[config.mk]
export PLATFORM = sky130hd
export DESIGN_NAME = mmu
export DESIGN_NICKNAME = d
export VERILOG_FILES = /design/src/source/mmuPkg.sv /design/src/source/tlbEntryArray.sv /design/src/source/tlbMatch.sv /design/src/source/addrTranslator.sv /design/src/source/mmu.sv
export SDC_FILE = /design/constraint.sdc
export NUM_CORES = 2
export LEC_CHECK = 0
export BUFFER_PORTS_ARGS = -buffer_cell sky130_fd_sc_hd__buf_2
export CORE_MARGIN = 1.5
export CORE_UTILIZATION = 35
export CTS_CLUSTER_DIAMETER = 50
export CTS_CLUSTER_SIZE = 14
export DETAILED_ROUTE_END_ITERATION = 16
export GPL_TIMING_DRIVEN = 0
export PLACE_DENSITY = 0.5
export SLEW_MARGIN = 10
export SYNTH_ARGS = -nofsm -noshare
export SYNTH_HDL_FRONTEND = slang
export SYNTH_SLANG_ARGS = --single-unit
[constraint.sdc]
create_clock -name clk -period 4.9 [get_ports clk]
set_input_delay 0.735 -clock clk [delete_from_list [all_inputs] [get_ports clk]]
set_output_delay 0.735 -clock clk [all_outputs]
set_load 0.05 [all_outputs]
[src/source/mmuPkg.sv]
`default_nettype none

package mmuPkg;

	////////////////////////////////////////////////////////////
	// Sizes
	////////////////////////////////////////////////////////////

	// Word and address width of the CPU
	localparam int addrW = 32;
	localparam int wordW = 32;

	// Joint TLB geometry
	localparam int tlbEntries = 16;
	localparam int tlbIndexW = 4;

	// Field widths
	localparam int vpn2W = 19;
	localparam int asidW = 8;
	localparam int pfnW = 20;
	localparam int pageOffW = 12;

	////////////////////////////////////////////////////////////
	// Field positions in the cp0 words
	////////////////////////////////////////////////////////////

	// VPN2 sits in EntryHi 31:13 and ASID in 7:0
	localparam int hiVpn2Lsb = 13;
	localparam int hiAsidLsb = 0;

	// PFN sits in EntryLo 25:6 with D, V and G below it
	localparam int loPfnLsb = 6;
	localparam int loDirtyBit = 2;
	localparam int loValidBit = 1;
	localparam int loGlobalBit = 0;

	// Virtual address bit picking the odd page of a pair
	localparam int oddPageBit = 12;

	// kseg0/kseg1 share the top two bits 10
	localparam logic [1:0] ksegTop = 2'b10;
	// Bits dropped for the unmapped physical address
	localparam int segClearW = 3;

	////////////////////////////////////////////////////////////
	// Types
	////////////////////////////////////////////////////////////

	typedef struct packed {
		logic dirty;
		logic valid;
	} pageBitsT;

	// One entry maps an even/odd page pair
	typedef struct packed {
		logic [vpn2W-1:0] vpn2;
		logic [asidW-1:0] asid;
		logic isGlobal;
		logic [pfnW-1:0] pfn0;
		pageBitsT bits0;
		logic [pfnW-1:0] pfn1;
		pageBitsT bits1;
	} tlbEntryT;

	typedef struct packed {
		logic [addrW-1:0] paddr;
		logic refill;
		logic invalid;
		logic modified;
	} translationT;

	typedef struct packed {
		logic miss;
		logic [tlbIndexW-1:0] index;
	} probeT;

	// Coprocessor 0 values as supplied by the CPU
	typedef struct packed {
		logic [wordW-1:0] index;
		logic [wordW-1:0] random;
		logic [wordW-1:0] entryHi;
		logic [wordW-1:0] entryLo0;
		logic [wordW-1:0] entryLo1;
	} cp0WordsT;

endpackage

`default_nettype wire

[src/source/tlbEntryArray.sv]
`timescale 1ns/1ps
`default_nettype none

module tlbEntryArray (
	input wire logic clk,
	input wire logic rstN,
	input wire logic writeEn,
	input wire logic [mmuPkg::tlbIndexW-1:0] writeIndex,
	input wire logic [mmuPkg::wordW-1:0] entryHi,
	input wire logic [mmuPkg::wordW-1:0] entryLo0,
	input wire logic [mmuPkg::wordW-1:0] entryLo1,
	output mmuPkg::tlbEntryT [mmuPkg::tlbEntries-1:0] entriesFlat
);

	import mmuPkg::*;

	////////////////////////////////////////////////////////////
	// Entry packing
	////////////////////////////////////////////////////////////

	// Page attribute bits of one EntryLo word
	function automatic pageBitsT loBits(input logic [wordW-1:0] lo);
		pageBitsT b;
		b.dirty = lo[loDirtyBit];
		b.valid = lo[loValidBit];
		return b;
	endfunction

	// Entry as it will be stored
	tlbEntryT newEntry;

	always_comb begin
		// Tag half from EntryHi
		newEntry.vpn2 = entryHi[hiVpn2Lsb +: vpn2W];
		newEntry.asid = entryHi[hiAsidLsb +: asidW];

		// Global only if both pages say so
		newEntry.isGlobal = entryLo0[loGlobalBit] & entryLo1[loGlobalBit];

		// Even page
		newEntry.pfn0 = entryLo0[loPfnLsb +: pfnW];
		newEntry.bits0 = loBits(entryLo0);

		// Odd page
		newEntry.pfn1 = entryLo1[loPfnLsb +: pfnW];
		newEntry.bits1 = loBits(entryLo1);
	end

	////////////////////////////////////////////////////////////
	// Storage
	////////////////////////////////////////////////////////////

	// One write port with the index chosen by the top level
	// Cleared entries have valid and dirty low on both pages
	always_ff @(posedge clk or negedge rstN) begin
		if (!rstN) begin
			entriesFlat <= '0;
		end else if (writeEn) begin
			entriesFlat[writeIndex] <= newEntry;
		end
	end

	// Lookups read entriesFlat directly
	// New entry is visible from the cycle after the write edge

endmodule

`default_nettype wire

[src/source/tlbMatch.sv]
`timescale 1ns/1ps
`default_nettype none

module tlbMatch (
	input wire mmuPkg::tlbEntryT [mmuPkg::tlbEntries-1:0] entriesFlat,
	input wire logic [mmuPkg::vpn2W-1:0] vpn2,
	input wire logic [mmuPkg::asidW-1:0] asid,
	output logic hit,
	output logic [mmuPkg::tlbIndexW-1:0] matchIndex,
	output mmuPkg::tlbEntryT matchEntry
);

	import mmuPkg::*;

	////////////////////////////////////////////////////////////
	// Per-entry compare
	////////////////////////////////////////////////////////////

	// One bit per entry
	logic [tlbEntries-1:0] matchVec;

	always_comb begin
		for (int i = 0; i < tlbEntries; i++) begin
			// Tag must agree
			// ASID ignored for global entries
			matchVec[i] = (entriesFlat[i].vpn2 == vpn2) &&
				(entriesFlat[i].isGlobal || (entriesFlat[i].asid == asid));
		end
	end

	////////////////////////////////////////////////////////////
	// Priority select
	////////////////////////////////////////////////////////////

	assign hit = |matchVec;

	// Scan from the top down so the lowest index is the last to land
	// Zero index and entry on a miss
	always_comb begin
		matchIndex = '0;
		matchEntry = '0;
		for (int i = tlbEntries - 1; i >= 0; i--) begin
			if (matchVec[i]) begin
				matchIndex = tlbIndexW'(i);
				matchEntry = entriesFlat[i];
			end
		end
	end

	// Several hits only happen when software writes duplicates
	// Real MIPS would take a machine check instead of picking the low index

endmodule

`default_nettype wire

[src/source/addrTranslator.sv]
`timescale 1ns/1ps
`default_nettype none

module addrTranslator (
	input wire mmuPkg::tlbEntryT [mmuPkg::tlbEntries-1:0] entriesFlat,
	input wire logic [mmuPkg::addrW-1:0] vaddr,
	input wire logic [mmuPkg::asidW-1:0] asid,
	input wire logic isWrite,
	input wire logic checkFaults,
	output mmuPkg::translationT result
);

	import mmuPkg::*;

	////////////////////////////////////////////////////////////
	// Segment decode
	////////////////////////////////////////////////////////////

	// kseg0 and kseg1 bypass the TLB
	logic unmapped;

	assign unmapped = (vaddr[addrW-1 -: 2] == ksegTop);

	////////////////////////////////////////////////////////////
	// Lookup
	////////////////////////////////////////////////////////////

	logic hit;
	tlbEntryT hitEntry;

	// Translation only needs the entry, not its slot number
	tlbMatch match0 (
		.entriesFlat(entriesFlat),
		.vpn2(vaddr[hiVpn2Lsb +: vpn2W]),
		.asid(asid),
		.hit(hit),
		.matchIndex(),
		.matchEntry(hitEntry)
	);

	////////////////////////////////////////////////////////////
	// Even/odd page select
	////////////////////////////////////////////////////////////

	logic [pfnW-1:0] pagePfn;
	pageBitsT pageBits;

	always_comb begin
		if (vaddr[oddPageBit]) begin
			pagePfn = hitEntry.pfn1;
			pageBits = hitEntry.bits1;
		end else begin
			pagePfn = hitEntry.pfn0;
			pageBits = hitEntry.bits0;
		end
	end

	////////////////////////////////////////////////////////////
	// Result
	////////////////////////////////////////////////////////////

	// Mapped faults are all qualified by checkFaults
	logic mappedCheck;

	assign mappedCheck = checkFaults & ~unmapped;

	always_comb begin
		// Physical address
		if (unmapped) begin
			result.paddr = {{segClearW{1'b0}}, vaddr[addrW-segClearW-1:0]};
		end else begin
			result.paddr = {pagePfn, vaddr[pageOffW-1:0]};
		end

		// No entry for this page pair
		result.refill = mappedCheck & ~hit;

		// Entry found, chosen page not valid
		result.invalid = mappedCheck & hit & ~pageBits.valid;

		// Store to a clean page
		result.modified = mappedCheck & hit & pageBits.valid & isWrite &
			~pageBits.dirty;
	end

endmodule

`default_nettype wire

[src/source/mmu.sv]
`timescale 1ns/1ps
`default_nettype none

module mmu (
	input wire logic clk,
	input wire logic rstN,
	input wire logic [mmuPkg::addrW-1:0] iVaddr,
	input wire logic [mmuPkg::addrW-1:0] dVaddr,
	input wire logic [3:0] dwe,
	input wire logic drd,
	input wire logic tlbwi,
	input wire logic tlbwr,
	input wire logic tlbr,
	input wire logic tlbp,
	input wire mmuPkg::cp0WordsT cp0,
	output mmuPkg::translationT iTrans,
	output mmuPkg::translationT dTrans,
	output mmuPkg::tlbEntryT readEntry,
	output mmuPkg::probeT probe
);

	import mmuPkg::*;

	////////////////////////////////////////////////////////////
	// Entry array
	////////////////////////////////////////////////////////////

	tlbEntryT [tlbEntries-1:0] entriesFlat;
	logic writeEn;
	logic [tlbIndexW-1:0] writeIndex;

	// tlbwr takes the slot from Random, tlbwi from Index
	assign writeEn = tlbwi | tlbwr;
	assign writeIndex = tlbwr ? cp0.random[tlbIndexW-1:0] : cp0.index[tlbIndexW-1:0];

	tlbEntryArray entries0 (
		.clk(clk),
		.rstN(rstN),
		.writeEn(writeEn),
		.writeIndex(writeIndex),
		.entryHi(cp0.entryHi),
		.entryLo0(cp0.entryLo0),
		.entryLo1(cp0.entryLo1),
		.entriesFlat(entriesFlat)
	);

	// Current address space
	logic [asidW-1:0] curAsid;

	assign curAsid = cp0.entryHi[hiAsidLsb +: asidW];

	////////////////////////////////////////////////////////////
	// Translation ports
	////////////////////////////////////////////////////////////

	// Fetches always check
	addrTranslator iTrans0 (
		.entriesFlat(entriesFlat),
		.vaddr(iVaddr),
		.asid(curAsid),
		.isWrite(1'b0),
		.checkFaults(1'b1),
		.result(iTrans)
	);

	// Data side only faults on a real access
	logic dWrite;

	assign dWrite = |dwe;

	addrTranslator dTrans0 (
		.entriesFlat(entriesFlat),
		.vaddr(dVaddr),
		.asid(curAsid),
		.isWrite(dWrite),
		.checkFaults(drd | dWrite),
		.result(dTrans)
	);

	////////////////////////////////////////////////////////////
	// tlbp and tlbr
	////////////////////////////////////////////////////////////

	logic probeHit;
	logic [tlbIndexW-1:0] probeIndex;

	// Probe looks up EntryHi itself
	tlbMatch probeMatch0 (
		.entriesFlat(entriesFlat),
		.vpn2(cp0.entryHi[hiVpn2Lsb +: vpn2W]),
		.asid(curAsid),
		.hit(probeHit),
		.matchIndex(probeIndex),
		.matchEntry()
	);

	// Both results hold until their next strobe
	always_ff @(posedge clk or negedge rstN) begin
		if (!rstN) begin
			readEntry <= '0;
			probe <= '{miss: 1'b1, index: '0};
		end else begin
			if (tlbr) begin
				readEntry <= entriesFlat[cp0.index[tlbIndexW-1:0]];
			end
			if (tlbp) begin
				probe <= '{miss: ~probeHit, index: probeIndex};
			end
		end
	end

endmodule

`default_nettype wire

# Word-level counts from Yosys, hierarchy flattened
# Index checks and enable logic that the tools add are counted.
[classes]
magnitude_cmp = 3
n_eq_ne = 66
n_mux = 60
bitwise = 21
n_reduce_logical = 69
[op_table]
columns = ["op", "count"]
rows = [
  ["44-bit two-way mux", 32],
  ["1152-bit bitwise mux", 1],
  ["19-bit == test", 48],
  ["72-bit binary-select mux with 4-bit select", 1],
  ["72-bit demux with 4-bit select", 1],
  ["72-bit two-way mux", 2],
  ["8-bit == test", 16],
  ["4-bit two-way mux", 17],
  ["32-bit two-way mux", 2],
  ["1-bit logical AND", 49],
  ["16-bit OR reduction", 3],
  ["20-bit two-way mux", 2],
  ["1-bit logical OR", 16],
  ["1-bit bitwise AND", 11],
  ["4-bit by 5-bit less-than comparator with 1-bit output (second input constant)", 2],
  ["1-bit NOT", 8],
  ["2-bit == test (second input constant)", 2],
  ["4-bit by 1-bit >= comparator with 1-bit output (second input constant)", 1],
  ["4-bit OR reduction", 1],
  ["2-bit two-way mux", 1],
  ["1-bit bitwise OR", 2],
  ["1-bit two-way mux", 1],
]
[word_totals]
ff_bits = 1229
inputBits = 235
output_inout_bits = 147

# Logic depth before layout (Yosys ltp)
[depth]
word_depth = 23
ltp_mapped = 16
depth_no_buf = 10

# By module
# Synthesis repeated with hierarchy kept, for this count alone.
[hier_totals]
hier_cells = 11087
area_unflattened_um2 = 103345.4
[by_module_without_submodules]
columns = ["module", "instances", "cells_per_inst", "area_each_um2"]
rows = [
  ["tlbMatch", 3, 2537, 15798.9],
  ["tlbEntryArray", 1, 2521, 42819.8],
  ["mmu", 1, 783, 11887.7],
  ["addrTranslator", 2, 86, 620.6],
]

# Least setup slack after synthesis
# Ideal clock, no wire load.
[synth_path]
path_kind = "input to output"
startpoint = "input port dVaddr[19] (netlist bit)"
endpoint = "output port dTrans[0] (netlist bit)"
t_arrival_ps = 4195
t_required_ps = 4165
slack_ps = -30
cell_stages = 14
path_cell_list = "buf_2 -> buf_2 -> xor2_1 -> nor4_1 -> nand4_1 -> nor3_1 -> buf_2 -> buf_2 -> nor3_1 -> nor3_1 -> a211oi_1 -> o21ai_0 -> o211ai_2 -> a211oi_1"
[synth_lines]
columns = ["element", "line_no", "rtl"]
rows = [
  ["start: declaration", "mmu.sv:8", "input wire logic [mmuPkg::addrW-1:0] dVaddr,"],
  ["end: declaration", "mmu.sv:17", "output mmuPkg::translationT dTrans,"],
]

==> metrics.txt <==
core area=223,000 sq um; row cnt=173; failing checks=capacitance limit, slew limit, setup timing; Slew @ Worst Pin=1.51 ns; routability cong.=1.09; CP arrival=5.15 ns; Remaining DRCs=0; CTS clk-pin slew, worst paths=0.06 ns; Worst-Skew Late Latency=0.88 ns; Max VDD drop=462 uV; most numerous cell in the Yosys netlist=dfrtp_1; mapped cell area=78,700 sq um; status=finished, violations left; yosys warns=0; family with the most delay on the worst path=buffers and inverters; Starting Density=35.3%; routed wire length=586 mm; Layout Skew=0.0654 ns; vias in the first global route=70,500; fin. max-slew vios=11; number of buffers added on ports=210; Most used DFF post-synth=dfrtp_1; top cell type's share of synthesized area=39.0%; crit-path most repeated cell=buf_4; headroom to the max-slew limit=-0.803%; clk root buf=clkbuf_16; CP Max Fanout=10; clk sink count=1,229; path category of the worst min-delay check=in -> reg; Post-Syn Area per Cell=11.4 sq um; CP peak stage delay=0.84 ns; Switch Pwr=18,600 uW; Yosys top cell by area=dfrtp_1; total gr overflow=0; pre-CTS WS=-4.13 ns; Worst Slack Setup Final=-0.989 ns; CTS buffer count=170; Int Power=27,100 uW; vias=76,600; met3 usage=27.0%; final hold vios=0; unrepaired setup endpoints after global routing=yes; first-pass GRT wire length=741 mm; met2 GRT Util=63.7%; ys async rst share=100%; initial DRC count=12,800; Crit. Startpoint=dVaddr[31]; endpoint class of the critical path=output port; distinct cell type count after synthesis=81; GRT Total Usage=49.9%; Setup Viol. Count Final=47; layout cells sized above 1=45.5%; cells after synthesis=6,885; P_leak=0.0411 uW; via/cell ratio=7.07; Critical Path, Cell by Cell=buf_4 > buf_4 > xor2_1 > nor4_2 > nand4_1 > or3_4 > clkbuf_8 > clkbuf_8 > o211ai_1 > a21oi_2 > o211ai_1 > a31oi_1 > buf_4; largest net degree at the start of global routing=146; CTS tree=built; die area=228,000 sq um; HP Start=tlbp; Reg-to-Reg Start=entries0.entriesFlat[789]; Switching Share=40.7%; Tcrit/Tclk final=120%; Cell Pwr Density=451 nW/um^2; nets=7,918; Tmin final=5.89 ns; DR pass1 iterations=10; Worst Setup Path Type=in -> out; post-synthesis sequential area ratio=39.1%; H-Tree Depth=4; number of enable flip-flop cells after synthesis=0; most frequent cells after synthesis=dfrtp_1 (1,228), mux2_2 (1,191), xor2_1 (632); CTS Buffer Depth=3; final core utilization=45.5%; MaxCap Viol Count=1; Max stage delay cell, worst path=o211ai_1; Die Wd=477 microns; final hold slack=0.136 ns; post-route ant nets=0; CP startpoint kind=primary input; initial antenna violation count=77; Buf/Inv on CP=5; DP HPWL=428 mm; met1 Usage GRT=65.5%; Avg WL per Cell=54.1 microns; Yosys reg bits=1,229; global routing's busiest layer=met1; Layout area overhead=29.0%; syn_nets=7,120; die height=477 microns; Fmax=170 MHz; Post-Place Cell Area=85,400 sq um; clock share of power=29.5%; Comb pwr share=27.7%; Synth area leaders=dfrtp_1 (39%), mux2_2 (17%), mux4_2 (10%); final cell area excluding filler cells=102,000 sq um; CP required=4.16 ns; IO Pins=382; sequential power share=42.7%
## through the flow
| stage | std cells | power, uW | setup TNS, ns |
|---|---|---|---|
| floorplan | 6885 | 24000 | 0 |
| global placement | 10100 | 30100 | - |
| detailed placement | 10100 | 30500 | -159.66 |
| CTS | 10700 | 44700 | -19.24 |
| global route | 10800 | 46600 | -25.62 |
| finish | 10800 | 45800 | -27.74 |
## per-layer routing
metal,wire length [microns],vias to the layer above
li1,-,27500
met1,232000,40100
met2,218000,7190
met3,92700,1759
met4,42000,49
met5,1270,-
## worst reg2reg max path: cells and delay by family (launching register included)
kind / cells / cell delay (ns)
AO/OA/AOI/OAI: 4 / 1.30
buffers and inverters: 1 / 0.18
flip-flops: 1 / 0.50
AND/OR/NAND/NOR: 4 / 1.49
XOR/XNOR: 1 / 0.15
## power by group through the flow
stage	clock, uW	sequential, uW	combinational (uW)
floorplan	0	16700	7290
global placement	0	18900	11100
detailed placement	0	19000	11500
CTS	13600	18900	12200
global route	14000	19500	13100
finish	13500	19500	12700
## placed cells by master (no fill, tap or decap), drive strengths merged, types with 68 or more instances in the layout
| cell type | instances |
|---|---|
| a21oi | 155 |
| a221o | 68 |
| a221oi | 118 |
| buf | 897 |
| clkbuf | 620 |
| dfrtp | 1228 |
| inv | 94 |
| mux2 | 1191 |
| mux4 | 360 |
| nand2 | 258 |
| nand3 | 108 |
| nand4 | 116 |
| nor2 | 311 |
| nor3 | 91 |
| nor4 | 212 |
| o211ai | 74 |
| o21ai | 176 |
| o221ai | 69 |
| xnor2 | 408 |
| xor2 | 632 |
## sequential cells by signal, indices dropped and copies added, names as in the netlist
signal and cells:
readEntry 72, probe 5, entries0.entriesFlat 1152
## kinds of logic after synthesis
kind of cell           synth area share (%)
XOR/XNOR                               11.6
buffers and inverters                  4.07
multiplexers                           27.5
flip-flops                             39.1
AO/OA/AOI/OAI                          9.79
AND/OR/NAND/NOR                        8.01
other                               0.00477
## what timing repair did
| item | CTS | global route |
|---|---|---|
| hold endpoints to repair | 117 | 0 |
| setup buffers | 239 | 106 |
| resized for setup | 1401 | 278 |
| cloned | 9 | 4 |
| pin swaps | 237 | 206 |
| setup endpoints to repair | 45 | 45 |
| hold buffers | 1 | 0 |
## final timing paths
| kind | endpoint | slack (ns) | depth (start not counted) |
|---|---|---|---|
| max | dTrans[23] | -0.99 | 13 |
| max reg2reg | probe[0] | 1.11 | 10 |
| min reg2reg | probe[4] | 0.48 | 2 |
| min in group asynchronous | entries0.entriesFlat[501] | 0.49 | 2 |
| max in group asynchronous | entries0.entriesFlat[92] | 1.81 | 5 |
| min | probe[4] | 0.14 | 2 |
## area by class of cell
type	instances	area [sq um]
diodes	42	105
flip-flops and latches	1229	30900
fillers	20800	121000
repair buffers	640	6390
multi-input cells	4904	48400
clock buffers	196	4500
well taps	2975	3720
plain buffers	683	5650
clock inverters	119	1660
inverters	55	214
(Power assumes the default switching activity.)
